## src/video_pkg.sv

```systemverilog
// text video shared definitions
package video_pkg;

    localparam int COUNT_W     = 11;              // raster counter width
    localparam int VRAM_ADDR_W = 16;              // vram word address
    localparam int FONT_ADDR_W = 11;              // tile index 8b + tile row 3b
    localparam int WB_ADDR_W   = 12;
    localparam int WB_DATA_W   = 16;
    localparam int PAL_W       = 4;               // palette index

    // simulation sized raster
    localparam logic [COUNT_W-1:0] H_VISIBLE     = 11'd64;
    localparam logic [COUNT_W-1:0] H_FRONT_PORCH = 11'd4;
    localparam logic [COUNT_W-1:0] H_SYNC_PULSE  = 11'd8;
    localparam logic [COUNT_W-1:0] H_BACK_PORCH  = 11'd12;
    localparam logic [COUNT_W-1:0] H_TOTAL       = 11'd88;
    localparam logic [COUNT_W-1:0] V_VISIBLE     = 11'd24;
    localparam logic [COUNT_W-1:0] V_FRONT_PORCH = 11'd2;
    localparam logic [COUNT_W-1:0] V_SYNC_PULSE  = 11'd2;
    localparam logic [COUNT_W-1:0] V_BACK_PORCH  = 11'd4;
    localparam logic [COUNT_W-1:0] V_TOTAL       = 11'd32;

    localparam logic H_SYNC_POLARITY = 1'b0;      // active low
    localparam logic V_SYNC_POLARITY = 1'b0;      // active low

    localparam int FONT_HEIGHT = 8;               // fixed 8x8 glyphs
    localparam int TILE_WIDTH  = 8;
    localparam int TILES_WIDE  = 8;               // also the reset line width
    localparam int TILES_HIGH  = 3;
    localparam int FETCH_LEAD  = 8;               // fetch starts one tile ahead of pixel 0

    localparam logic [WB_ADDR_W-1:0] REG_DISPSTART = 12'h000;  // vram addr of first tile
    localparam logic [WB_ADDR_W-1:0] REG_DISPWIDTH = 12'h001;  // words per tile row
    localparam logic [WB_ADDR_W-1:0] REG_SCANLINE  = 12'h002;  // read only status
    localparam logic [WB_ADDR_W-1:0] FONT_BASE     = 12'h800;  // font ram window

    typedef enum logic [1:0] {
        STATE_PRE_SYNC  = 2'b00,
        STATE_SYNC      = 2'b01,
        STATE_POST_SYNC = 2'b10,
        STATE_VISIBLE   = 2'b11
    } video_state_t;

endpackage

```

## src/video_regs.sv

```systemverilog
// wishbone control registers
`timescale 1ns/1ps

module video_regs (
    input  logic                             clk,
    input  logic                             reset_i,
    input  logic                             wb_cyc_i,
    input  logic                             wb_stb_i,
    input  logic                             wb_we_i,
    input  logic [video_pkg::WB_ADDR_W-1:0]   wb_adr_i,
    input  logic [video_pkg::WB_DATA_W-1:0]   wb_dat_i,
    output logic                             wb_ack_o,
    output logic [video_pkg::WB_DATA_W-1:0]   wb_dat_o,
    input  video_pkg::video_state_t          v_state_i,
    input  video_pkg::video_state_t          h_state_i,
    input  logic [video_pkg::COUNT_W-1:0]     v_count_i,
    output logic [15:0]                      disp_start_o,
    output logic [15:0]                      line_width_o,
    output logic                             font_we_o,
    output logic [video_pkg::FONT_ADDR_W-1:0] font_waddr_o,
    output logic [7:0]                       font_wdata_o
);
    import video_pkg::*;

    logic                 bus_req;                 // new cycle, ack not yet given
    logic                 is_font;                 // address in font window
    logic [WB_ADDR_W-1:0] font_offset;
    logic [WB_DATA_W-1:0] rd_data;

    assign bus_req     = wb_cyc_i && wb_stb_i && !wb_ack_o;
    assign is_font     = (wb_adr_i >= FONT_BASE);
    assign font_offset = wb_adr_i - FONT_BASE;

    // font write lands on the same edge that raises ack
    assign font_we_o    = bus_req && wb_we_i && is_font;
    assign font_waddr_o = font_offset[FONT_ADDR_W-1:0];
    assign font_wdata_o = wb_dat_i[7:0];         // low byte only

    always_comb begin
        case (wb_adr_i)
            REG_DISPSTART: rd_data = disp_start_o;
            REG_DISPWIDTH: rd_data = line_width_o;
            REG_SCANLINE:  rd_data = {(v_state_i != STATE_VISIBLE),   // vertical blank
                                      (h_state_i != STATE_VISIBLE),   // horizontal blank
                                      3'b000, v_count_i};
            default:       rd_data = '0;         // unused and font addresses
        endcase
    end

    always_ff @(posedge clk) begin
        if (reset_i) begin
            wb_ack_o     <= 1'b0;
            disp_start_o <= 16'h0000;
            line_width_o <= 16'(TILES_WIDE);
        end else begin
            wb_ack_o <= bus_req;                   // one cycle ack
            if (bus_req && wb_we_i) begin
                case (wb_adr_i)
                    REG_DISPSTART: disp_start_o <= wb_dat_i;
                    REG_DISPWIDTH: line_width_o <= wb_dat_i;
                    default: ;                     // scanline is read only
                endcase
            end
        end
    end

    always_ff @(posedge clk) begin
        if (bus_req) begin
            wb_dat_o <= rd_data;                   // valid with ack
        end
    end

endmodule

```

## config.mk

```make
export PLATFORM = sky130hd
export DESIGN_NAME = video_regs
export DESIGN_NICKNAME = d
export VERILOG_FILES = /design/src/video_pkg.sv /design/src/video_regs.sv
export SDC_FILE = /design/constraint.sdc
export NUM_CORES = 1
export LEC_CHECK = 0
export CORE_ASPECT_RATIO = 0.7
export CORE_MARGIN = 4
export CORE_UTILIZATION = 28
export DETAILED_ROUTE_END_ITERATION = 8
export DONT_BUFFER_PORTS = 1
export SLEW_MARGIN = 25
export SYNTH_ARGS = -nofsm -noshare
export SYNTH_HDL_FRONTEND = slang
export SYNTH_SLANG_ARGS = --single-unit
export TNS_END_PERCENT = 30
```

## constraint.sdc

```tcl
create_clock -name clk -period 3.7 [get_ports clk]
set_input_delay 0.185 -clock clk [delete_from_list [all_inputs] [get_ports clk]]
set_output_delay 0.185 -clock clk [all_outputs]
set_load 0.02 [all_outputs]
```

---- After elaboration in Yosys (flattened, before gate mapping) ----
Index checks and enable logic that the tools add are counted.
word-level totals
  bits in registers ....................... 49
  input port bits ......................... 48
  output and inout port bits .............. 69
  logic and storage cells ................. 19
operators by class
  add/sub/neg operators ................... 1
  $lt $le $gt $ge ......................... 1
  equality and inequality tests ........... 4
  mux-type cells .......................... 1
  reduce and logical (&&, ||, !) cells .... 8
operators with widths
  operator                                                              number
  16-bit one-hot mux with 3 select lines                                1
  12-bit by 1-bit == test with 1-bit output, second input constant      1
  12-bit by 2-bit == test with 1-bit output, second input constant      1
  12-bit >= comparator, second input constant                           1
  12-bit zero test                                                      1
  11-bit by 1-bit subtractor with 11-bit output, second input constant  1
  1-bit logical AND                                                     4
  2-bit != test, second input constant                                  2
  2-bit AND reduction                                                   2
  1-bit zero test                                                       1

---- Longest topological paths before layout ----
  word-level depth ........................ 4
  depth in mapped cells ................... 6
  mapped depth without buffers ............ 4

---- Least setup slack after synthesis ----
No wires, ideal clock.
  kind .................................... reg2reg
  start ................................... reg wb_ack_o
  end ..................................... reg disp_start_o[10]
  library setup time ...................... 0.072 ns
  data arrival time ....................... 2.003 ns
  data required time ...................... 3.628 ns
  slack ................................... 1.625 ns
  cell stages (with the launch flop) ...... 6
  path buffers ............................ 2
  clock period less this slack ............ 2.075 ns
  cells stage by stage .................... dfxtp_1 > nor2_1 > and3_1 > buf_4 > buf_8 > mux2i_1
on the way
  word-level cells in the longest chain between the ends .. 4
RTL lines
  what                           RTL line          text
  start: declaration             video_regs.sv:12  output logic wb_ack_o,
  start signal: assignment       video_regs.sv:56  wb_ack_o <= bus_req;
  1-bit zero test                video_regs.sv:30  assign bus_req = wb_cyc_i && wb_stb_i && !wb_ack_o;
  1-bit logical AND              video_regs.sv:30
  via bus_req                    video_regs.sv:25  logic bus_req;
  1-bit logical AND              video_regs.sv:57  if (bus_req && wb_we_i) begin
  2-bit AND reduction (no line)  --
  end signal: assignment         video_regs.sv:59  REG_DISPSTART: disp_start_o <= wb_dat_i;
  end: declaration               video_regs.sv:17  output logic [15:0] disp_start_o,
The timed path passes the listed nets, and every way through them passes these cells.
A chain may end at the register's enable or synchronous reset.

---- Worst setup path in the final report ----
  start ................................... in wb_adr_i[5] in the netlist's numbering
  end ..................................... reg disp_start_o[11]
on the way
  word-level cells in the longest chain between the ends .. 2
RTL lines
  what                           RTL line          text
  start: declaration             video_regs.sv:10  input logic [video_pkg::WB_ADDR_W-1:0] wb_adr_i,
  12-bit zero test               video_regs.sv:58  case (wb_adr_i)
  2-bit AND reduction (no line)  --
No other way between the ends.

==> flow_metrics.env <==
export IMPL_worst_r2r_startpoint="wb_ack_o"
export IMPL_vias_per_cell=4.88
export IMPL_io_pin_count=117
export IMPL_critPathMaxFanout=17
export IMPL_cts_num_sinks=49
export IMPL_startpoint="wb_adr_i[5]"
export IMPL_timing_max_slew_rel_slack=0.689
export IMPL_instances_no_fill=291
export IMPL_worstSkewPairLatency_ns=0.28
export IMPL_diodes=0
export IMPL_starting_density=0.291
export IMPL_grt_max_degree=51
export IMPL_fin_hold_viols=0
export IMPL_worst_endpoint_required_ns=3.91
export IMPL_holdCritPathClass="input port to flip-flop"
export IMPL_pins_over_their_slew_limit=0
export IMPL_detailedRoute_firstPassIterationCount=5
export IMPL_rows=27
export IMPL_period_minus_ws_final_ns=2.08
export IMPL_netlist_cell_type_count=21
export IMPL_cts_hold_buffers=1
export IMPL_port_buffers=0
export IMPL_worst_pin_slew_ns=0.467
export IMPL_ys_seq_elements=49
export IMPL_detail_route_antenna_nets=0
export IMPL_grt_antenna_before_repair=0
export IMPL_placed_cell_area_um2=2290
export IMPL_grt_overflow_total=0
export IMPL_syn2layout_area_growth_pct=4.96
export IMPL_cp_start_kind="input port"
export IMPL_grt_first_pass_wirelength_um=9060
export IMPL_detailroute_via_count=1421
export IMPL_setup_violations=0
export IMPL_worst_endpoint_data_arrival_time_ns=2.29
export IMPL_wl_per_cell_um=20.0
export IMPL_postRouteWirelength_um=5810
export IMPL_cts_inserted_buffers=5
export IMPL_fin_area_um2=2440
export IMPL_max_cap_violations=0
export IMPL_syn_instance_count=206
export IMPL_cts_root_buf="clkbuf_16"
export IMPL_fmax_mhz=481
export IMPL_drt_iter0_drc=153
export IMPL_cts_max_level=2
export IMPL_path_class="input port to flip-flop"
export IMPL_chipHeight_um=84.2
export IMPL_first_global_vias=1432
export IMPL_fin_worst_skew_ns=0.00456
export IMPL_synth_avg_cell_area_um2=11.3
export IMPL_fp_coreArea_um2=7970
export IMPL_endpoint_kind="flip-flop"
export IMPL_mostFrequentLayoutCell="nand2b_1"
export IMPL_worstHoldStart="wb_dat_i[3]"
export IMPL_synth_warnings=0
export IMPL_most_frequent_cells_in_the_layout="49 x nand2b_1, 33 x dfxtp_1, 32 x mux2i_1"
export IMPL_status="finished clean"
export IMPL_rsz0062_at_grt="false"
export IMPL_gp_routability_congestion=0.708
export IMPL_buffer_count_from_post_cts_setup_fixing=0
export IMPL_hold_slack_ns=0.0674
export IMPL_numPlacedInstances=282
export IMPL_synth_seq_area_share=0.492
export IMPL_post_cts_sizing_count=0
export IMPL_clk_pin_slew_ns=0.06
export IMPL_powerDensity_nw_per_um2=428
export IMPL_dp_final_hpwl_um=4120
export IMPL_cts_tree="yes"
export IMPL_grtUsageTotal=0.122
export IMPL_max_vdd_ir_drop_mv=0.158
export IMPL_syn_nets=254
export IMPL_p_leak_nw=0.991
export IMPL_route_detailed_drc=0
export IMPL_final_min_period_over_clock_period=0.562
export IMPL_floorplan_die_area_um2=9830
export IMPL_mappedNetlistArea_um2=2320
export IMPL_clockBufferDepth=2
export IMPL_setup_total_negative_slack_ns=0
export IMPL_die_width_um=117
export IMPL_num_nets_final=237
export IMPL_drive_gt1_frac=0.105
## registers in the layout (all words and copies together) (netlist names)
signal        count
disp_start_o     16
line_width_o     16
wb_dat_o         16
wb_ack_o          1
## critical path, cell delays in order
cell and delay (ns):
or4_4 0.56, nor4b_4 0.26, buf_4 0.28, and3_1 0.49
buf_4 0.30, mux2i_1 0.20
## cells in the mapped netlist, drive strengths merged
cell type  count  area share
clkbuf         8       0.013
buf           22       0.076
nor2           4      0.0065
nand2          3      0.0049
a222oi        13       0.056
a22o           3       0.011
nand3          1      0.0075
or4            2      0.0097
nand2b        49        0.13
nor4b          1       0.010
dfxtp         33        0.28
or2            1      0.0027
nor3           1      0.0022
and3           2      0.0054
nor4           2       0.012
edfxtp        16        0.21
mux2i         32        0.14
inv           13       0.021
## path summary, 6_finish.rpt
path | to | slack (ns) | depth (start not counted)
setup / recovery | disp_start_o[11] | 1.62 | 6
hold reg to reg | disp_start_o[12] | 0.59 | 2
setup reg to reg | disp_start_o[11] | 1.80 | 5
hold / removal | disp_start_o[3] | 0.07 | 2
## logic make-up (layout without fill, tap and decap cells)
logic type,Yosys count,after routing,share of synthesized area
flip-flops,49,49,0.492
buffers and inverters,43,27,0.110
AND/OR/NAND/NOR,66,66,0.193
AO/OA/AOI/OAI,16,16,0.0674
multiplexers,32,32,0.138
## layout make-up
cell class	instances	area (um^2)
Inverter	13	48.8
Fill cell	789	5540
Tap cell	101	126
Timing Repair Buffer	6	47.5
Sequential cell	49	1140
Clock buffer	6	129
Multi-Input combinational cell	114	933
Clock inverter	2	10.0
## metal layers
layer,wire [um],vias up,GRT usage
met5,0,-,0
met4,41,0,0.0313
met3,746,2,0.0641
met1,2500,681,0.164
li1,-,666,-
met2,2520,72,0.172
## per-stage QoR
stage / total power, mW / utilization / worst slack [ns]
after CTS: 1.06 / 0.306 / 1.58
after detailed placement: 0.619 / 0.287 / 1.29
after floorplan: 0.645 / - / 1.63
final: 1.04 / 0.306 / 1.62
after global placement: 0.619 / 0.287 / 1.34
after global routing: 1.09 / 0.306 / 1.43
## where the power goes
group          switching (mW)  leakage [nW]  internal (mW)
Clock                   0.188        0.0706          0.249
Combinational          0.0150         0.512         0.0152
Sequential             0.0139         0.409          0.562
No activity file was read; power rests on OpenSTA's default activity.
