File: config.mk
export PLATFORM = sky130hd
export DESIGN_NAME = video_timing
export DESIGN_NICKNAME = d
export VERILOG_FILES = /design/src/video_pkg.sv /design/src/video_timing.sv
export SDC_FILE = /design/constraint.sdc
export NUM_CORES = 1
export LEC_CHECK = 0
export BUFFER_PORTS_ARGS = -buffer_cell sky130_fd_sc_hd__buf_2
export CAP_MARGIN = 5
export CORE_MARGIN = 3
export CORE_UTILIZATION = 50
export CTS_BUF_LIST = sky130_fd_sc_hd__clkbuf_4
export CTS_CLUSTER_DIAMETER = 100
export CTS_CLUSTER_SIZE = 30
export DETAILED_ROUTE_END_ITERATION = 8
export MAX_ROUTING_LAYER = met4
export PLACE_DENSITY_LB_ADDON = 0.1
export SLEW_MARGIN = 20
export SYNTH_ARGS = -nofsm -noshare
export SYNTH_HDL_FRONTEND = slang
export SYNTH_SLANG_ARGS = --single-unit
File: constraint.sdc
create_clock -name clk -period 2.4 [get_ports clk]
set_input_delay 0.72 -clock clk [delete_from_list [all_inputs] [get_ports clk]]
set_output_delay 0.72 -clock clk [all_outputs]
set_load 0.1 [all_outputs]
File: src/video_pkg.sv
// text video shared definitions
package video_pkg;

    localparam int COUNT_W     = 11;              // raster counter width
    localparam int VRAM_ADDR_W = 16;              // vram word address
    localparam int FONT_ADDR_W = 11;              // tile index 8b + tile row 3b
    localparam int WB_ADDR_W   = 12;
    localparam int WB_DATA_W   = 16;
    localparam int PAL_W       = 4;               // palette index

    // simulation sized raster
    localparam logic [COUNT_W-1:0] H_VISIBLE     = 11'd64;
    localparam logic [COUNT_W-1:0] H_FRONT_PORCH = 11'd4;
    localparam logic [COUNT_W-1:0] H_SYNC_PULSE  = 11'd8;
    localparam logic [COUNT_W-1:0] H_BACK_PORCH  = 11'd12;
    localparam logic [COUNT_W-1:0] H_TOTAL       = 11'd88;
    localparam logic [COUNT_W-1:0] V_VISIBLE     = 11'd24;
    localparam logic [COUNT_W-1:0] V_FRONT_PORCH = 11'd2;
    localparam logic [COUNT_W-1:0] V_SYNC_PULSE  = 11'd2;
    localparam logic [COUNT_W-1:0] V_BACK_PORCH  = 11'd4;
    localparam logic [COUNT_W-1:0] V_TOTAL       = 11'd32;

    localparam logic H_SYNC_POLARITY = 1'b0;      // active low
    localparam logic V_SYNC_POLARITY = 1'b0;      // active low

    localparam int FONT_HEIGHT = 8;               // fixed 8x8 glyphs
    localparam int TILE_WIDTH  = 8;
    localparam int TILES_WIDE  = 8;               // also the reset line width
    localparam int TILES_HIGH  = 3;
    localparam int FETCH_LEAD  = 8;               // fetch starts one tile ahead of pixel 0

    localparam logic [WB_ADDR_W-1:0] REG_DISPSTART = 12'h000;  // vram addr of first tile
    localparam logic [WB_ADDR_W-1:0] REG_DISPWIDTH = 12'h001;  // words per tile row
    localparam logic [WB_ADDR_W-1:0] REG_SCANLINE  = 12'h002;  // read only status
    localparam logic [WB_ADDR_W-1:0] FONT_BASE     = 12'h800;  // font ram window

    typedef enum logic [1:0] {
        STATE_PRE_SYNC  = 2'b00,
        STATE_SYNC      = 2'b01,
        STATE_POST_SYNC = 2'b10,
        STATE_VISIBLE   = 2'b11
    } video_state_t;

endpackage

File: src/video_timing.sv
// raster sync timing
`timescale 1ns/1ps

module video_timing (
    input  logic                         clk,
    input  logic                         reset_i,
    output video_pkg::video_state_t      h_state_o,
    output video_pkg::video_state_t      v_state_o,
    output logic [video_pkg::COUNT_W-1:0] h_count_o,
    output logic [video_pkg::COUNT_W-1:0] v_count_o,
    output logic                         line_end_o,   // last pixel clock of a line
    output logic                         frame_end_o,  // last pixel clock of a frame
    output logic                         hsync_o,
    output logic                         vsync_o,
    output logic                         dv_de_o
);
    import video_pkg::*;

    video_state_t       h_state;
    video_state_t       v_state;
    logic [COUNT_W-1:0] h_count;
    logic [COUNT_W-1:0] v_count;
    logic [COUNT_W-1:0] h_limit;                   // count where h state advances
    logic [COUNT_W-1:0] v_limit;                   // line where v state advances
    logic               h_step;
    logic               v_step;

    // blanking is on the left of a line, visible lines come first in a frame
    always_comb begin
        case (h_state)
            STATE_PRE_SYNC:  h_limit = H_FRONT_PORCH - 1'b1;
            STATE_SYNC:      h_limit = H_FRONT_PORCH + H_SYNC_PULSE - 1'b1;
            STATE_POST_SYNC: h_limit = H_FRONT_PORCH + H_SYNC_PULSE + H_BACK_PORCH - 1'b1;
            default:         h_limit = H_TOTAL - 1'b1;
        endcase
    end

    always_comb begin
        case (v_state)
            STATE_VISIBLE:   v_limit = V_VISIBLE - 1'b1;
            STATE_PRE_SYNC:  v_limit = V_VISIBLE + V_FRONT_PORCH - 1'b1;
            STATE_SYNC:      v_limit = V_VISIBLE + V_FRONT_PORCH + V_SYNC_PULSE - 1'b1;
            default:         v_limit = V_TOTAL - 1'b1;
        endcase
    end

    assign h_step      = (h_count == h_limit);
    assign line_end_o  = h_step && (h_state == STATE_VISIBLE);
    assign v_step      = line_end_o && (v_count == v_limit);
    assign frame_end_o = v_step && (v_state == STATE_POST_SYNC);

    always_ff @(posedge clk) begin
        if (reset_i) begin
            h_state <= STATE_PRE_SYNC;
            v_state <= STATE_VISIBLE;
            h_count <= '0;
            v_count <= '0;
            hsync_o <= ~H_SYNC_POLARITY;           // inactive level
            vsync_o <= ~V_SYNC_POLARITY;
            dv_de_o <= 1'b0;
        end else begin
            h_count <= line_end_o ? '0 : h_count + 1'b1;
            if (h_step) begin
                h_state <= video_state_t'(h_state + 2'd1); // wraps visible -> pre sync
            end
            if (line_end_o) begin
                v_count <= frame_end_o ? '0 : v_count + 1'b1;
            end
            if (v_step) begin
                v_state <= video_state_t'(v_state + 2'd1);
            end
            // outputs lag the state by one clock
            hsync_o <= (h_state == STATE_SYNC) ? H_SYNC_POLARITY : ~H_SYNC_POLARITY;
            vsync_o <= (v_state == STATE_SYNC) ? V_SYNC_POLARITY : ~V_SYNC_POLARITY;
            dv_de_o <= (h_state == STATE_VISIBLE) && (v_state == STATE_VISIBLE);
        end
    end

    assign h_state_o = h_state;
    assign v_state_o = v_state;
    assign h_count_o = h_count;
    assign v_count_o = v_count;

endmodule
=== Word-level counts from Yosys, hierarchy flattened ===
Index checks and enable logic that the tools add are counted.
Widths: inputs -> output; s select.

* Register bits: 29

* Add/subtract/negate cells: 4
* Equal/unequal tests: 8
* Multiplexer cells: 5
* Reduce and logical (&&, ||, !) cells: 7

{| class="wikitable"
|+ Operators with widths
! cell !! number
|-
| $add 11x1->11 const B || 2
|-
| $eq 11x11->1 || 2
|-
| $pmux 7 s3 || 1
|-
| $pmux 4 s3 || 1
|-
| $mux 11 || 1
|-
| $eq 2x2->1 const B || 4
|-
| $add 2x1->2 const B || 2
|-
| $eq 2x1->1 const B || 2
|-
| $logic_and 1x1->1 || 4
|-
| $logic_not 2->1 || 2
|-
| $mux 1 || 2
|-
| $reduce_or 2->1 || 1
|}

=== Longest topological paths before layout ===
* Word-level depth: 7
* Depth in mapped cells: 7

=== Least setup slack after synthesis ===
No wires, ideal clock.

* Kind: register to output
* Start point: register h_state[0] (netlist: h_state_o[0])
* End point: output port frame_end_o
* Data arrival time: 3.045 ns
* Slack: -1.365 ns
* Stages on the path, launching flop included: 7
* Path buffers: 0
* Cells stage by stage: dfxtp_1 > inv_1 > ha_1 > nor4_4 > o211ai_2 > nor4_4 > and2_1

* Word-level cells in the longest chain between the ends: 6
* Elaborated cells on any way between the ends: 9

{| class="wikitable"
|+ RTL lines
! element !! line !! source
|-
| start: declaration || video_timing.sv:19 || <nowiki>video_state_t h_state;</nowiki>
|-
| start signal: assignment || video_timing.sv:64 || <nowiki>h_state <= video_state_t'(h_state + 2'd1);</nowiki>
|-
| $eq 2x2->1 (tied with other cells) || video_timing.sv:30 || <nowiki>case (h_state)</nowiki>
|-
| $pmux 7 s3 || video_timing.sv:30 ||
|-
| $eq 11x11->1 || video_timing.sv:47 || <nowiki>assign h_step = (h_count == h_limit);</nowiki>
|-
| $logic_and 1x1->1 (*) || video_timing.sv:48 || <nowiki>assign line_end_o = h_step && (h_state == STATE_VISIBLE);</nowiki>
|-
| $logic_and 1x1->1 (*) || video_timing.sv:49 || <nowiki>assign v_step = line_end_o && (v_count == v_limit);</nowiki>
|-
| $logic_and 1x1->1 (*) || video_timing.sv:50 || <nowiki>assign frame_end_o = v_step && (v_state == STATE_POST_SYNC);</nowiki>
|-
| end: declaration || video_timing.sv:12 || <nowiki>output logic frame_end_o,</nowiki>
|}

Mark *: on every way between the ends. The rest lies on a longest branch, timed or not.

=== Worst setup path after layout ===
Same ends and word-level chain as after synthesis.

==> impl_metrics.json <==
{
  "status": "complete, but fails checks",
  "violations": "negative setup slack",
  "synth_top_family_by_area": "simple AND/OR/NAND/NOR gates",
  "htreeDepth": 2,
  "ant_nets": 0,
  "io_buffers": 32,
  "most-common-layout-cells": "30 x buf_2, 28 x nor2_1, 17 x buf_4",
  "worst_slack_ps": -260.5,
  "clockRootBuffer": "clkbuf_4",
  "synth_top_area_frac": 0.3886,
  "synth.largest_area_cell": "dfxtp_1",
  "grt_overflow_total": 0,
  "die-width_um": 60.66,
  "final_common_cell": "buf_2",
  "fin_nets": 227,
  "ys_seq_area_frac": 0.3886,
  "io_pins": 33,
  "synthesis.nets": 172,
  "avgSynthCellArea_um2": 9.396,
  "yosys.area_share.adder": 0.09213,
  "max_freq_ghz": 0.3759,
  "maxSlewViolCount": 0,
  "syn_to_final_growth_pct": 42.38,
  "finalCritPeriodShare": 1.109,
  "worstSetupPathType": "reg2out",
  "cp-end-kind": "output port",
  "synthDistinctLibCells": 32,
  "cts_tree": "done",
  "wirelength_um": 3585,
  "hold_buffers": 0,
  "grtUsageTotal": 0.2286,
  "cts_sinks": 29,
  "tightest_slew_ps": 498.5,
  "synth_seq_cells": 29,
  "post_drt_wl_per_cell_um": 14.57,
  "n_fill_cell": 189,
  "p_total_uw": 1119,
  "grt_max_degree": 12,
  "clkTransAtPathRegs_ps": 90,
  "power_density_nw_per_um2": 526.2,
  "period_needed_ps": 2661,
  "hold_violations": 0,
  "ir_worst_vdd_uv": 459.0,
  "leakagePower_uw": 0.0009064,
  "clock_skew_ps": 8.965,
  "core-area_um2": 2805,
  "cp-start-kind": "flip-flop",
  "rsz0062_at_grt": "true",
  "dpl.hpwl_um": 2516,
  "first_pass_iters": 4,
  "relSlewSlack": 0.6699,
  "grt_pass1_vias": 1318,
  "layout-drive-gt1-share": 0.4698,
  "grt_antenna_before_repair": 0,
  "clk_latency_ps": 330,
  "cap_violations": 0,
  "via_per_inst": 5.467,
  "netlist_instances": 159,
  "hp-class": "reg2reg",
  "synth_compound_area_frac": 0.06951,
  "grt_pass1_wl_um": 6072,
  "worstPathMaxFanout": 4,
  "multiInputGateArea_um2": 997.2,
  "drcViolationCount": 0,
  "synth_warnings": 0,
  "yosys-top-cells-area": "dfxtp_1 39%, xnor2_1 10%, ha_1 9.2%",
  "cp_data_required_time_ps": 1680,
  "yosys.area_share.simple": 0.2831,
  "cts_inserted_buffers": 5,
  "num_rows": 19,
  "seqCellArea_um2": 616.8,
  "num_vias": 1345,
  "first_iter_violations": 39,
  "syn-cell-area_um2": 1494,
  "clockBufferDepth": 2,
  "start_util": 0.5326,
  "synth-xor-area-share": 0.1407,
  "gp_congestion": 0.8776,
  "setup_violations": 2,
  "die_area_um2": 3680,
  "arrival_ps": 1940,
  "finalSetupTns_ps": -412.4,
  "synthMuxAreaShare": 0,
  "antenna_cells": 0,
  "fp.dieH_um": 60.66
}
-- report_power, final --
| part | switching, uW | internal [uW] |
|---|---|---|
| combinational | 85.9 | 38.2 |
| sequential | 8.78 | 485 |
| clock | 179 | 323 |
-- cells by family after synthesis --
group	after synthesis
and+or+nand+nor	73
DFF	29
xor gates and xnor gates	24
AOI/OAI and AO/OA	12
adders and majority gates	11
buffers and inverters	10
-- layout make-up --
type	instances	share of cell area
Clock buffer	5	0.01765
Multi-Input combinational cell	120	0.4688
Sequential cell	29	0.2900
Clock inverter	3	0.03059
Inverter	7	0.01471
Tap cell	31	0.01824
Timing Repair Buffer	51	0.1600
-- worst max-delay path, stage by stage, from the launching register on --
cell and delay (ps):
dfxtp_4 360, buf_6 130, ha_4 170, xnor2_4 170
nand3_4 110, nor4_4 310, and2_4 200, buf_12 170
-- worst paths after layout --
path	end	slack, ps	cells after the start	from
hold / removal	h_count_o[0]	440	1	h_count_o[0]
setup / recovery	frame_end_o	-260	7	h_state_o[0]
setup reg to reg	v_count_o[6]	450	9	h_state_o[0]
hold reg to reg	h_count_o[0]	440	1	h_count_o[0]
-- synth_stat cells, drive strengths merged --
cell type	instances
o211ai	3
nor4	6
dfxtp	29
clkbuf	2
and2	2
inv	7
a32o	2
nand4	5
nor3	4
buf	1
nor2	30
a21o	1
o31a	1
and3	6
nand3	4
a211oi	1
nor3b	1
nand2	12
nand4b	1
nor4bb	1
nor4b	1
xor2	7
o211a	1
o31ai	1
o21ai	2
ha	11
xnor2	17
-- timing repair --
action	4_1_cts	5_1_grt
pin swaps	9	3
endpoints found under the setup margin	2	2
resized for setup	19	1
setup buffers	8	0
gates cloned	0	0
-- state kept, by name (all words and copies together), names as in the netlist --
name / cells
dv_de_o: 1
h_count_o: 11
h_state_o: 2
hsync_o: 1
v_count_o: 11
v_state_o: 2
vsync_o: 1
-- metrics by stage --
stage                 util  setup slack (ps)  cell area (um2)  cells  hold slack, ps
floorplan                -            -263.5             1577    159           585.5
global placement    0.6686             76.53             1876    230           414.5
detailed placement  0.6686             48.13             1876    230           423.4
CTS                 0.7574            -249.2             2125    246           439.0
global route        0.7583            -358.0             2127    246           460.1
finish              0.7583            -260.5             2127    246           435.2
-- per-layer routing --
metal	part of all wire	vias to the layer above	routed length, um	GRT usage
met4	0.026	0	94	0.08669
li1	-	656	-	-
met1	0.41	639	1487	0.2779
met5	0	-	0	-
met2	0.51	41	1828	0.3695
met3	0.049	9	175	0.04894
No activity file was read; power rests on OpenSTA's default activity.
