### config.mk
export PLATFORM = sky130hd
export DESIGN_NAME = text_fetch
export DESIGN_NICKNAME = d
export VERILOG_FILES = /design/src/video_pkg.sv /design/src/text_fetch.sv
export SDC_FILE = /design/constraint.sdc
export NUM_CORES = 1
export LEC_CHECK = 0
export ABC_AREA = 1
export BUFFER_PORTS_ARGS = -buffer_cell sky130_fd_sc_hd__clkbuf_2
export CAP_MARGIN = 20
export CORE_MARGIN = 1.5
export CORE_UTILIZATION = 62
export CTS_BUF_LIST = sky130_fd_sc_hd__clkbuf_8
export DETAILED_ROUTE_END_ITERATION = 7
export GPL_ROUTABILITY_DRIVEN = 0
export PLACE_DENSITY = 0.95
export SLEW_MARGIN = 5
export SYNTH_ARGS = -nofsm -noshare
export SYNTH_HDL_FRONTEND = slang
export SYNTH_SLANG_ARGS = --single-unit
### constraint.sdc
create_clock -name clk -period 5.9 [get_ports clk]
set_input_delay 0.59 -clock clk [delete_from_list [all_inputs] [get_ports clk]]
set_output_delay 0.59 -clock clk [all_outputs]
set_load 0.02 [all_outputs]
### src/video_pkg.sv
// text video shared definitions
package video_pkg;

    localparam int COUNT_W     = 11;              // raster counter width
    localparam int VRAM_ADDR_W = 16;              // vram word address
    localparam int FONT_ADDR_W = 11;              // tile index 8b + tile row 3b
    localparam int WB_ADDR_W   = 12;
    localparam int WB_DATA_W   = 16;
    localparam int PAL_W       = 4;               // palette index

    // simulation sized raster
    localparam logic [COUNT_W-1:0] H_VISIBLE     = 11'd64;
    localparam logic [COUNT_W-1:0] H_FRONT_PORCH = 11'd4;
    localparam logic [COUNT_W-1:0] H_SYNC_PULSE  = 11'd8;
    localparam logic [COUNT_W-1:0] H_BACK_PORCH  = 11'd12;
    localparam logic [COUNT_W-1:0] H_TOTAL       = 11'd88;
    localparam logic [COUNT_W-1:0] V_VISIBLE     = 11'd24;
    localparam logic [COUNT_W-1:0] V_FRONT_PORCH = 11'd2;
    localparam logic [COUNT_W-1:0] V_SYNC_PULSE  = 11'd2;
    localparam logic [COUNT_W-1:0] V_BACK_PORCH  = 11'd4;
    localparam logic [COUNT_W-1:0] V_TOTAL       = 11'd32;

    localparam logic H_SYNC_POLARITY = 1'b0;      // active low
    localparam logic V_SYNC_POLARITY = 1'b0;      // active low

    localparam int FONT_HEIGHT = 8;               // fixed 8x8 glyphs
    localparam int TILE_WIDTH  = 8;
    localparam int TILES_WIDE  = 8;               // also the reset line width
    localparam int TILES_HIGH  = 3;
    localparam int FETCH_LEAD  = 8;               // fetch starts one tile ahead of pixel 0

    localparam logic [WB_ADDR_W-1:0] REG_DISPSTART = 12'h000;  // vram addr of first tile
    localparam logic [WB_ADDR_W-1:0] REG_DISPWIDTH = 12'h001;  // words per tile row
    localparam logic [WB_ADDR_W-1:0] REG_SCANLINE  = 12'h002;  // read only status
    localparam logic [WB_ADDR_W-1:0] FONT_BASE     = 12'h800;  // font ram window

    typedef enum logic [1:0] {
        STATE_PRE_SYNC  = 2'b00,
        STATE_SYNC      = 2'b01,
        STATE_POST_SYNC = 2'b10,
        STATE_VISIBLE   = 2'b11
    } video_state_t;

endpackage

### src/text_fetch.sv
// text tile fetch and pixel shifter
`timescale 1ns/1ps

module text_fetch (
    input  logic                             clk,
    input  logic                             reset_i,
    input  video_pkg::video_state_t          h_state_i,
    input  video_pkg::video_state_t          v_state_i,
    input  logic [video_pkg::COUNT_W-1:0]     h_count_i,
    input  logic                             line_end_i,
    input  logic                             frame_end_i,
    input  logic [15:0]                      disp_start_i,
    input  logic [15:0]                      line_width_i,
    output logic                             vram_sel_o,
    output logic [video_pkg::VRAM_ADDR_W-1:0] vram_addr_o,
    input  logic [15:0]                      vram_data_i,
    output logic [video_pkg::FONT_ADDR_W-1:0] font_raddr_o,
    input  logic [7:0]                       font_rdata_i,
    output logic [video_pkg::PAL_W-1:0]       pal_index_o
);
    import video_pkg::*;

    localparam logic [COUNT_W-1:0] FETCH_START = H_TOTAL - H_VISIBLE - COUNT_W'(FETCH_LEAD);
    localparam logic [COUNT_W-1:0] FETCH_STOP  = H_TOTAL - COUNT_W'(TILE_WIDTH);

    logic [VRAM_ADDR_W-1:0] text_addr;             // next tile word to fetch
    logic [VRAM_ADDR_W-1:0] line_addr;             // first word of current tile row
    logic [15:0]            width_q;               // line width for this frame
    logic [2:0]             tile_row;              // glyph row of current line
    logic                   fetch_win;
    logic [2:0]             phase;                 // position in eight clock tile slot
    logic [15:0]            word_save;             // tile+color word in flight
    logic [7:0]             shifter;               // glyph bits, msb is current pixel
    logic [2*PAL_W-1:0]     colors;                // {bg, fg} of tile on screen
    logic [PAL_W-1:0]       pixel;

    // slots run from FETCH_LEAD before pixel 0 up to the last tile
    assign fetch_win = (v_state_i == STATE_VISIBLE) &&
                       (((h_state_i == STATE_POST_SYNC) && (h_count_i >= FETCH_START)) ||
                        ((h_state_i == STATE_VISIBLE) && (h_count_i < FETCH_STOP)));
    assign phase     = h_count_i[2:0] - FETCH_START[2:0];

    always_ff @(posedge clk) begin
        if (reset_i) begin
            vram_sel_o <= 1'b0;
            text_addr  <= '0;
            line_addr  <= '0;
            width_q    <= 16'(TILES_WIDE);
            tile_row   <= '0;
        end else begin
            vram_sel_o <= 1'b0;
            if (fetch_win && phase == 3'd0) begin
                vram_sel_o <= 1'b1;                // read tile word
                text_addr  <= text_addr + 1'b1;
            end
            if (line_end_i) begin
                if (tile_row == 3'(FONT_HEIGHT - 1)) begin
                    tile_row  <= '0;               // next row of tiles
                    line_addr <= line_addr + width_q;
                    text_addr <= line_addr + width_q;
                end else begin
                    tile_row  <= tile_row + 1'b1;
                    text_addr <= line_addr;        // same tiles, next glyph row
                end
            end
            if (frame_end_i) begin
                width_q   <= line_width_i;         // new values only between frames
                line_addr <= disp_start_i;
                text_addr <= disp_start_i;
                tile_row  <= '0;
            end
        end
    end

    // payload pipeline
    always_ff @(posedge clk) begin
        if (fetch_win && phase == 3'd0) begin
            vram_addr_o <= text_addr;
        end
        if (fetch_win && phase == 3'd2) begin
            word_save    <= vram_data_i;           // vram data valid one clock after sel
            font_raddr_o <= {vram_data_i[7:0], tile_row};
        end
        if (fetch_win && phase == 3'd7) begin
            shifter <= font_rdata_i;               // takes effect at the tile boundary
            colors  <= {word_save[15:12], word_save[11:8]};
        end else begin
            shifter <= {shifter[6:0], 1'b0};
        end
        pal_index_o <= pixel;                      // lines up with dv_de_o register
    end

    assign pixel = shifter[7] ? colors[PAL_W-1:0] : colors[2*PAL_W-1:PAL_W];

endmodule

Yosys cells after proc, flatten, opt, wreduce, memory -nomap -nowiden
Cells that the tools add are included.

$add $sub $neg: 3. Order comparisons: 2. Eq/ne operators: 6. Mux-type cells: 10. Reductions and logical operators: 11.

Operators with widths (count): 16-bit 2-to-1 mux (6); 16-bit by 1-bit adder with 16-bit output, second input constant (1); 16-bit adder (1); 11-bit by 5-bit >= comparator with 1-bit output, second input constant (1); 11-bit by 7-bit less-than comparator with 1-bit output, second input constant (1); 8-bit 2-to-1 mux (1); 2-bit == test, second input constant (3); 3-bit == test, second input constant (2); 1-bit logical AND (6); 4-bit 2-to-1 mux (1); 3-bit by 1-bit adder with 3-bit output, second input constant (1); 3-bit by 2-bit == test with 1-bit output, second input constant (1); 3-bit logical NOT (1); 3-bit 2-to-1 mux (1); 3-bit nonzero test (1); 2-bit nonzero test (1); 2-bit OR reduction (1); 1-bit logical OR (1); 1-bit 2-to-1 mux (1).

Register bits: 115. Input bits: 75. Output and inout port bits: 32. Word-level logic and storage cells: 44.

Logic depth before layout (Yosys ltp)
Gate-level depths: netlist of the first run.

Depth after elaboration: 8. Mapped depth: 14.

Worst setup path after synthesis of the first run
OpenSTA, ideal clock, no wires.

Path type: input -> register. Start: in h_count_i[8] in the netlist's numbering. End: reg font_raddr_o[0] in the netlist's numbering (enable). Library setup time: 444 ps. Arrival: 2887 ps. Required time: 5456 ps. Slack: 2570 ps. Cell stages on the path: 5. Buffers on the path: 0. Path through: nor2_1 > nand2_1 > o21ai_2 > nand2_1 > nor4_1.

Word-level cells in the longest chain between the ends: 5. Elaborated cells on any way between the ends: 7. Those cells by class: order compare: 2; reduce/logical: 5.

RTL lines: from (decl) (line text_fetch.sv:9) `input logic [video_pkg::COUNT_W-1:0] h_count_i,`; 11-bit by 5-bit >= comparator with 1-bit output / 11-bit by 7-bit less-than comparator with 1-bit output (equally long branches) (line text_fetch.sv:39, text_fetch.sv:40); 1-bit logical AND, on equally long branches (line text_fetch.sv:39, text_fetch.sv:40); 1-bit logical OR (*) (line text_fetch.sv:39) `(((h_state_i == STATE_POST_SYNC) && (h_count_i >= FETCH_START)) ||`; 1-bit logical AND (*) (line text_fetch.sv:38) `assign fetch_win = (v_state_i == STATE_VISIBLE) &&`; 1-bit logical AND (*) (line text_fetch.sv:80) `if (fetch_win && phase == 3'd2) begin`; to (signal assigned) (line text_fetch.sv:82) `font_raddr_o <= {vram_data_i[7:0], tile_row};`; to (decl) (line text_fetch.sv:17) `output logic [video_pkg::FONT_ADDR_W-1:0] font_raddr_o,`.

Mark *: on every way between the ends. The rest lies on a longest branch, timed or not. A chain may end at the register's enable or synchronous reset.

Worst setup path after layout of the first run
Start: reg tile_row[0]. End: reg text_addr[2].

Word-level cells in the longest chain between the ends: 4.

RTL lines: from (decl) (line text_fetch.sv:29) `logic [2:0] tile_row;`; from (signal assigned) (line text_fetch.sv:62) `tile_row <= tile_row + 1'b1;`; 3-bit == test (line text_fetch.sv:57) `if (tile_row == 3'(FONT_HEIGHT - 1)) begin`; 16-bit 2-to-1 mux (line text_fetch.sv:57); 16-bit 2-to-1 mux (line text_fetch.sv:56) `if (line_end_i) begin`; 16-bit 2-to-1 mux (line text_fetch.sv:66) `if (frame_end_i) begin`; to (signal assigned) (line text_fetch.sv:54) `text_addr <= text_addr + 1'b1;`; to (signal assigned) (line text_fetch.sv:60) `text_addr <= line_addr + width_q;`; to (signal assigned) (line text_fetch.sv:69) `text_addr <= disp_start_i;`; to (decl) (line text_fetch.sv:26) `logic [VRAM_ADDR_W-1:0] text_addr;`.

No other way between the ends.

==> reports/results.ini, run 1 <==
[critical_path]
r2r-start=tile_row[0]
crit_required_ns=6.18
crit_type=reg2reg
worstPathArrival_ns=2.81
r2r_cells=7
worstReg2RegEnd=text_addr[2]
crit_start=tile_row[0]
reg2reg_slack_ns=3.37
start_kind=flip-flop
worstSetupEndpointType=flip-flop
critical_path.max_fanout=25

[synthesis]
synthCells=690
netlist_area_sq_mm=0.00541
ys_ff_latch=107
synth_ff_type=dfxtp_1
synth_largest_area_cell=edfxtp_1
async_flop_share=0
ys_top_cells_by_area=edfxtp_1, dfxtp_1, nand2_1
syn_area_per_cell_sq_um=7.84
synth_top_area_frac=0.239
ys_types=45
yosysWarnings=0
synth-edff-count=43
synth_nets=784
yosysSeqAreaShare=0.476

[cells_and_area]
fill_cells=605
mostFrequentLayoutCell=nand2_1
layout-drive-gt1-share=0.195
finalNetCount=875
final_cell_mix=nand2_1, clkbuf_2, nor2_1, inv_1, dfxtp_1
syn_to_final_growth_pct=13.7
n_antenna_cell=0

[floorplan]
rows=33
dieArea_sq_mm=0.00929
start_util=0.648
die_h_microns=96.4
boundaryPins=107
die_w_microns=96.4
coreArea_sq_mm=0.00834

[clocking]
ctsResizeCount=0
post-cts-setup-buffer-count=0
clock_path_buffers=2
cts_tree=done
cts_made_buffers=9
htree_levels=3
postCtsHoldBufs=0
ctsRootBufferMaster=clkbuf_8
clk_latency_ns=0.39
clock_sinks=107
clk_pin_slew_ns=0.12

[timing]
worstMarginPinSlew_ns=0.878
fmax_mhz=396
timing.final.crit_share=0.428
setup-tns-final_ns=0
clock_skew_ns=0.0209
grt_setup_unrepaired=false
timing.final.crit_period_ns=2.53
finalSetupViolCount=0
final-hold-violation-count=0
slew_headroom=0.414
drv_slew=0

[global_route]
grt_pass1_vias=4707
grt_pass1_wl_mm=21.2
grt-ovfl-total=0
antenna_found_initial=0
grt_max_degree=43
grt_use_total=0.300

[power]
p_per_area_mw_per_mm2=237
power.leakage_nw=2.99
power_mw=1.45
peakVddDrop_mv=0.185

[run_status]
status=finished clean

[detailed_routing]
routed_wl_mm=13.0
postRouteAntennaNets=0
initialDrtViolationCount=355
drcViolationCount=0
vias_per_cell=5.57
wire_per_inst_microns=14.6
vias=4963
dr.pass1.iters=6

[min_path]
hold_path_depth=1
hold_path_end=word_save[11]
hold_path.startpoint=vram_data_i[11]
worst_hold_path_type=in2reg

[place]
dp_hpwl_mm=9.29
port_buffers=105

[run]
maxCapViolations=0

## final cells by class
| type | count | area [sq um] | area share |
|---|---|---|---|
| Clock buffer | 9 | 124 | 0.0201 |
| Clock inverter | 7 | 80.1 | 0.0130 |
| Inverter | 86 | 323 | 0.0525 |
| Multi-Input combinational cell | 470 | 2370 | 0.385 |
| Sequential cell | 107 | 2570 | 0.418 |
| Tap cell | 105 | 131 | 0.0214 |
| Timing Repair Buffer | 107 | 548 | 0.0891 |
## registers in the layout, indices dropped and copies added (netlist names)
signal        count
colors            8
font_raddr_o     10
pal_index_o       4
text_addr        16
word_save         9
shifter           8
vram_addr_o      16
vram_sel_o        1
width_q          16
tile_row          3
line_addr        16
## routing by layer
layer,share of wire,GRT usage
met2,0.49,0.533
met4,0.034,0.139
met5,0,0
met3,0.083,0.0571
met1,0.39,0.348
## synthesized netlist by cell type, types with 2 or more instances
cell / number
xnor2_1: 5
a21oi_1: 25
xor2_1: 3
inv_1: 75
o21ai_1: 18
nand3_2: 2
buf_2: 5
inv_2: 10
nor2_4: 3
buf_4: 9
a21boi_0: 3
mux2_2: 4
edfxtp_1: 43
or2_1: 2
o21ai_0: 31
dfxtp_1: 64
buf_1: 4
nor3_1: 7
nand3_1: 47
a31oi_1: 4
nand4_1: 5
nor3_4: 2
nand2_1: 181
nor2_1: 88
nor2_2: 3
ha_1: 18
o211ai_1: 3
nand3b_1: 2
clkbuf_1: 8
## worst max-delay path, stage by stage, from the launching register on
cell and delay, ns:
dfxtp_1 0.40, ha_1 0.17, ha_1 0.73, inv_1 0.36, nor2_1 0.22, a2bb2oi_1 0.29
nand3_1 0.11, o211a_1 0.13
## metrics by stage
| stage | std cells | util | hold WS [ns] | area (sq um) | setup slack [ns] |
|---|---|---|---|---|---|
| 3_5_place_dp | 874 | 0.711 | 0.405 | 5930 | 3.12 |
| 5_1_grt | 891 | 0.737 | 0.348 | 6150 | 3.20 |
| 4_1_cts | 890 | 0.735 | 0.360 | 6130 | 3.45 |
| 3_3_place_gp | 874 | 0.711 | 0.401 | 5930 | 3.18 |
| 6_report | 891 | 0.737 | 0.360 | 6150 | 3.37 |
| 2_1_floorplan | 690 | - | 0.400 | 5410 | 2.57 |
## where the power goes
group,leakage [nW],total (mW),internal [mW],switching [mW]
Combinational,1.96,0.182,0.0705,0.111
Sequential,0.927,0.817,0.792,0.0247
Clock,0.0994,0.456,0.169,0.287
## kinds of logic after synthesis
kind of cell	count (synthesis)	share of synthesized area
AND/OR/NAND/NOR	349	0.280
buffers and inverters	113	0.0872
flip-flops	107	0.476
AO/OA/AOI/OAI	90	0.0907
adder cells (fa/ha/maj)	19	0.0454
XOR/XNOR	8	0.0130
multiplexers	4	0.00833
## worst max path at each step
| stage | endpoint | slack, ns | depth (start not counted) |
|---|---|---|---|
| 6_report | text_addr[2] | 3.37 | 7 |
| 5_1_grt | line_addr[0] | 3.20 | 9 |
| 4_1_cts | text_addr[2] | 3.45 | 7 |
| 3_5_place_dp | text_addr[10] | 3.12 | 6 |
| 3_3_place_gp | text_addr[7] | 3.18 | 6 |
| 2_1_floorplan | font_raddr_o[0] | 2.57 | 5 |
(Power assumes the default switching activity.)
==> run 2: changes to the inputs <==
--- a/config.mk
+++ b/config.mk
@@ -9,11 +9,11 @@
 export BUFFER_PORTS_ARGS = -buffer_cell sky130_fd_sc_hd__clkbuf_2
 export CAP_MARGIN = 20
 export CORE_MARGIN = 1.5
-export CORE_UTILIZATION = 62
+export CORE_UTILIZATION = 52
 export CTS_BUF_LIST = sky130_fd_sc_hd__clkbuf_8
 export DETAILED_ROUTE_END_ITERATION = 7
 export GPL_ROUTABILITY_DRIVEN = 0
-export PLACE_DENSITY = 0.95
+export PLACE_DENSITY = 0.89
 export SLEW_MARGIN = 5
 export SYNTH_ARGS = -nofsm -noshare
 export SYNTH_HDL_FRONTEND = slang
==> constraint.sdc (replaced) <==
create_clock -name clk -period 2.1 [get_ports clk]
set_input_delay 0.21 -clock clk [delete_from_list [all_inputs] [get_ports clk]]
set_output_delay 0.21 -clock clk [all_outputs]
set_load 0.02 [all_outputs]
==> reports/results.ini, run 2 (synthesis results as in run 1) <==
[clocking]
ctsRootBufferMaster=clkbuf_8
post-cts-setup-buffer-count=0  ; unchanged
cts_tree=done
clock_path_buffers=2  ; unchanged
clk_latency_ns=0.39  ; about the same
clk_pin_slew_ns=0.13  ; about the same
cts_made_buffers=9  ; unchanged
htree_levels=3  ; unchanged
clock_sinks=107  ; unchanged

[power]
peakVddDrop_mv=0.409  ; +120%
power_mw=4.20  ; +190%
power.leakage_nw=3.12  ; +4.4%
p_per_area_mw_per_mm2=650  ; +170%

[detailed_routing]
vias_per_cell=5.15  ; -7.5%
initialDrtViolationCount=432  ; +22%
drcViolationCount=0  ; unchanged
vias=4883  ; -1.6%
wire_per_inst_microns=13.0  ; -11%
dr.pass1.iters=5  ; -1
routed_wl_mm=12.3  ; -5.2%
postRouteAntennaNets=0  ; unchanged

[floorplan]
dieArea_sq_mm=0.0110  ; +19%
boundaryPins=107  ; unchanged
start_util=0.531  ; -0.117
die_w_microns=105  ; +8.9%
rows=37  ; +12%
coreArea_sq_mm=0.0102  ; +22%
die_h_microns=105  ; +8.9%

[cells_and_area]
mostFrequentLayoutCell=nand2_1
n_antenna_cell=0  ; unchanged
seq_area_sq_mm=0.00257  ; unchanged
instances_no_fill=948  ; +6.4%
stdcell_area_sq_mm=0.00647  ; +5.2%
layout-drive-gt1-share=0.201  ; +0.00608
multi_input_area_sq_mm=0.00238  ; +0.48%
post-route-util=0.635  ; -0.102
syn_to_final_growth_pct=19.6
final_cell_mix=nand2_1, clkbuf_2, nor2_1, inv_1, dfxtp_1
fill_cells=863  ; +43%
finalNetCount=901  ; +3.0%

[global_route]
grt_use_total=0.231  ; -0.0693
antenna_found_initial=0  ; unchanged
grt_pass1_vias=4482  ; -4.8%
grt_max_degree=25  ; -42%
grt_pass1_wl_mm=20.3  ; -4.1%
grt-ovfl-total=0  ; unchanged

[timing]
grt_setup_unrepaired=false
setup-tns-final_ns=0  ; unchanged
slew_headroom=0.725  ; +0.310
timing.final.crit_share=0.891  ; +0.462
worstMarginPinSlew_ns=0.412  ; -0.466 ns
fmax_mhz=534  ; +35%
drv_slew=0  ; unchanged
clock_skew_ns=0.0141  ; -0.00673 ns
timing.final.crit_period_ns=1.87  ; -0.657 ns
finalSetupViolCount=0  ; unchanged
final-hold-violation-count=0  ; unchanged

[critical_path]
worstSetupEndpointType=flip-flop
critical_path.max_fanout=3  ; -88%
worstPathArrival_ns=2.17  ; -0.64 ns
crit_type=reg2reg
crit_required_ns=2.40  ; -3.78 ns
start_kind=flip-flop

[place]
port_buffers=105  ; unchanged
dpl_cell_area_sq_mm=0.00606  ; +2.3%
placed_cells=915  ; +4.7%
dp_hpwl_mm=8.82  ; -5.1%

[min_path]
worst_hold_path_type=in2reg

[run_status]
status=finished clean

[run]
maxCapViolations=0  ; unchanged

==> run 2: final timing paths <==
path,startpoint,end,slack [ns],cells after the start
worst max-delay path,line_addr[0],line_addr[12],0.23,13
worst min-delay path,font_rdata_i[2],shifter[2],0.002,3
worst max register to register,line_addr[0],line_addr[12],0.23,13
worst min register to register,word_save[8],colors[0],0.42,0
==> run 2: layout make-up <==
type | count | share of cell area
Clock buffer | 9 | 0.0191
Clock inverter | 7 | 0.0166
Tap cell | 136 | 0.0263
Multi-Input combinational cell | 470 | 0.368
Timing Repair Buffer | 133 | 0.122
Sequential cell | 107 | 0.398
Inverter | 86 | 0.0499
==> run 2: per-layer routing <==
| metal | GRT usage | up-vias | wire length [microns] |
|---|---|---|---|
| met1 | 0.285 | 2155 | 5130 |
| met4 | 0.0900 | 0 | 306 |
| li1 | - | 2464 | - |
| met3 | 0.0480 | 32 | 888 |
| met5 | 0 | - | 0 |
| met2 | 0.393 | 232 | 5990 |
==> run 2: critical path, stage by stage (launching register included) <==
cell and delay [ns]:
dfxtp_1 0.34, ha_1 0.23, fa_2 0.35, nand2_1 0.07, nand2_1 0.06, and2_1 0.17, nand3_1 0.10, nand3_1 0.07
nand2_1 0.06, nand3_1 0.07, nand2_1 0.10, nand3_1 0.07, nand2_1 0.06, inv_1 0.04
==> run 2: where the power goes <==
| part | switching [mW] | internal [mW] |
|---|---|---|
| combinational | 0.306 | 0.225 |
| sequential | 0.0675 | 2.23 |
| clock | 0.864 | 0.515 |
==> run 2: through the flow <==
step           hold WS (ns)  worst slack (ns)
3_5_place_dp          0.389             0.199
5_1_grt             0.00214            0.0170
6_report            0.00243             0.229
2_1_floorplan         0.309             0.346
4_1_cts            0.000268             0.171
3_3_place_gp          0.387             0.231
==> run 2: repair_timing <==
item | CTS | global route
setup endpoints to repair | 0 | 4
hold buffers | 14 | 3
endpoints found under the hold margin | 14 | 3
gates resized for setup | 0 | 1
==> run 3: changes to the inputs <==
--- a/config.mk
+++ b/config.mk
@@ -13,7 +13,7 @@
 export CTS_BUF_LIST = sky130_fd_sc_hd__clkbuf_8
 export DETAILED_ROUTE_END_ITERATION = 7
 export GPL_ROUTABILITY_DRIVEN = 0
-export PLACE_DENSITY = 0.89
+export PLACE_DENSITY = 0.88
 export SLEW_MARGIN = 5
 export SYNTH_ARGS = -nofsm -noshare
 export SYNTH_HDL_FRONTEND = slang
==> reports/results.ini, run 3 (synthesis results as in run 1) <==
[critical_path]
crit_family=simple AND/OR/NAND/NOR gates
critPathBufInv=1  ; unchanged
crit_required_ns=2.39  ; about the same
crit_path_frequent_cell=nand2_1
worstPathArrival_ns=2.25  ; +0.08 ns
crit_chain=ha_1, fa_2, nand2_1, nand2_1, nand3b_1, nand2_1, nand2_1, nand2_1, nand2_1, nand3_1, nand2_1, nand3_1, nand2_1, inv_1
crit_type=reg2reg
r2r_cells=14  ; +1
slowest_delay_ns=0.36  ; about the same
critical_path.max_fanout=3  ; unchanged
cp_slowest_cell=fa_2
start_kind=flip-flop
worstSetupEndpointType=flip-flop
crit_cells=14  ; +1

[cells_and_area]
layout-drive-gt1-share=0.200  ; -0.000986
syn_to_final_growth_pct=19.1
n_antenna_cell=0  ; unchanged
post-route-util=0.632  ; -0.00282
mostFrequentLayoutCell=nand2_1
fill_cells=870  ; +0.81%
final_cell_mix=nand2_1, clkbuf_2, nor2_1, inv_1, dfxtp_1
instances_no_fill=947  ; -0.11%
stdcell_area_sq_mm=0.00644  ; -0.44%
finalNetCount=900  ; -0.11%

[detailed_routing]
vias=4766  ; -2.4%
dr.pass1.iters=6  ; +1
initialDrtViolationCount=303  ; -30%
postRouteAntennaNets=0  ; unchanged
drcViolationCount=0  ; unchanged
wire_per_inst_microns=12.8  ; -1.2%
vias_per_cell=5.03  ; -2.3%
routed_wl_mm=12.2  ; -1.3%

[power]
p_switching_mw=1.20  ; -2.8%
switching_share=0.290  ; -0.00399
seqPwrFrac=0.554  ; +0.008
p_per_area_mw_per_mm2=643  ; -1.0%
p_clk_frac=0.318  ; -0.010
intPower_mw=2.94  ; -0.93%
power.leakage_nw=3.10  ; -0.52%
peakVddDrop_mv=0.364  ; -11%
power_frac_comb=0.128  ; +0.002

[timing]
final-hold-violation-count=0  ; unchanged
grt_setup_unrepaired=true
fmax_mhz=512  ; -4.3%
timing.final.crit_share=0.931  ; +0.0397
timing.final.crit_period_ns=1.95  ; +0.0835 ns
finalSetupViolCount=0  ; unchanged
worstMarginPinSlew_ns=0.517  ; +0.104 ns
fin_ws_ns=0.146  ; -0.0835 ns
slew_headroom=0.655  ; -0.0696
clock_skew_ns=0.0110  ; -0.00316 ns
drv_slew=0  ; unchanged

[clocking]
htree_levels=3  ; unchanged
cts_made_buffers=9  ; unchanged
clk_latency_ns=0.39  ; about the same
cts_tree=done
ctsRootBufferMaster=clkbuf_8
clk_pin_slew_ns=0.12  ; about the same
clock_path_buffers=2  ; unchanged
clock_sinks=107  ; unchanged

[global_route]
grt_max_degree=24  ; -4.0%
grt_pass1_wl_mm=20.4  ; +0.61%
grt_use_total=0.229  ; -0.00151
grt-ovfl-total=0  ; unchanged
grt_pass1_vias=4494  ; +0.27%
antenna_found_initial=0  ; unchanged

[place]
placed_cells=913  ; -0.22%
dp_slack_ns=0.170  ; -0.0281 ns
dpl_cell_area_sq_mm=0.00604  ; -0.45%
dp_hpwl_mm=8.85  ; +0.38%
port_buffers=105  ; unchanged

[floorplan]
coreArea_sq_mm=0.0102  ; unchanged
boundaryPins=107  ; unchanged
dieArea_sq_mm=0.0110  ; unchanged
die_w_microns=105  ; unchanged
die_h_microns=105  ; unchanged
rows=37  ; unchanged
start_util=0.531  ; unchanged

[run_status]
status=finished clean

[run]
maxCapViolations=0  ; unchanged

[min_path]
hold_path_depth=3  ; unchanged
worst_hold_path_type=in2reg

-- run 3: power groups by stage --
| stage | Sequential (mW) | Clock [mW] | Combinational (mW) |
|---|---|---|---|
| floorplan | 2.32 | 0 | 0.343 |
| global placement | 2.33 | 0 | 0.475 |
| detailed placement | 2.34 | 0 | 0.491 |
| CTS | 2.29 | 1.32 | 0.515 |
| global route | 2.30 | 1.41 | 0.603 |
| finish | 2.29 | 1.32 | 0.529 |
-- run 3: per-stage QoR --
stage               power [mW]  hold WS [ns]  TNS [ns]
floorplan                 2.66         0.309         0
global placement          2.81         0.387         0
detailed placement        2.83         0.389         0
CTS                       4.13       0.00132         0
global route              4.32       0.00890   -0.0415
finish                    4.14       0.00442         0
-- run 3: final cells by class --
class	count	area [sq um]	share of cell area
sequential	107	2570	0.399
clock buffer	9	124	0.0192
multi-input combinational	470	2390	0.371
timing repair buffer	132	773	0.120
tap	136	170	0.0264
clock inverter	7	91.3	0.0142
inverter	86	323	0.0501
-- run 3: worst min-delay path, delay by kind of cell --
| family | cells | cell delay, ns |
|---|---|---|
| buf+inv | 2 | 0.12 |
| simple gates | 1 | 0.04 |
-- run 3: worst paths after layout --
path	start	slack, ns	endpoint
min	font_rdata_i[0]	0.004	shifter[0]
min reg2reg	word_save[8]	0.42	colors[0]
max	line_addr[0]	0.15	line_addr[10]
max reg2reg	line_addr[0]	0.15	line_addr[10]
-- run 3: what timing repair did --
item                       in CTS  in global routing
hold buffers                   13                  5
setup endpoints to repair       0                  7
hold endpoints to repair       13                  5
gates resized for setup         0                  2
setup buffers                   0                  0
-- run 3: per-layer routing --
layer | vias to the layer above | GRT usage | routed length [microns]
met4 | 0 | 0.0685 | 226
met3 | 19 | 0.0405 | 531
met2 | 135 | 0.401 | 6010
li1 | 2462 | - | -
met5 | - | 0 | 0
met1 | 2150 | 0.287 | 5390
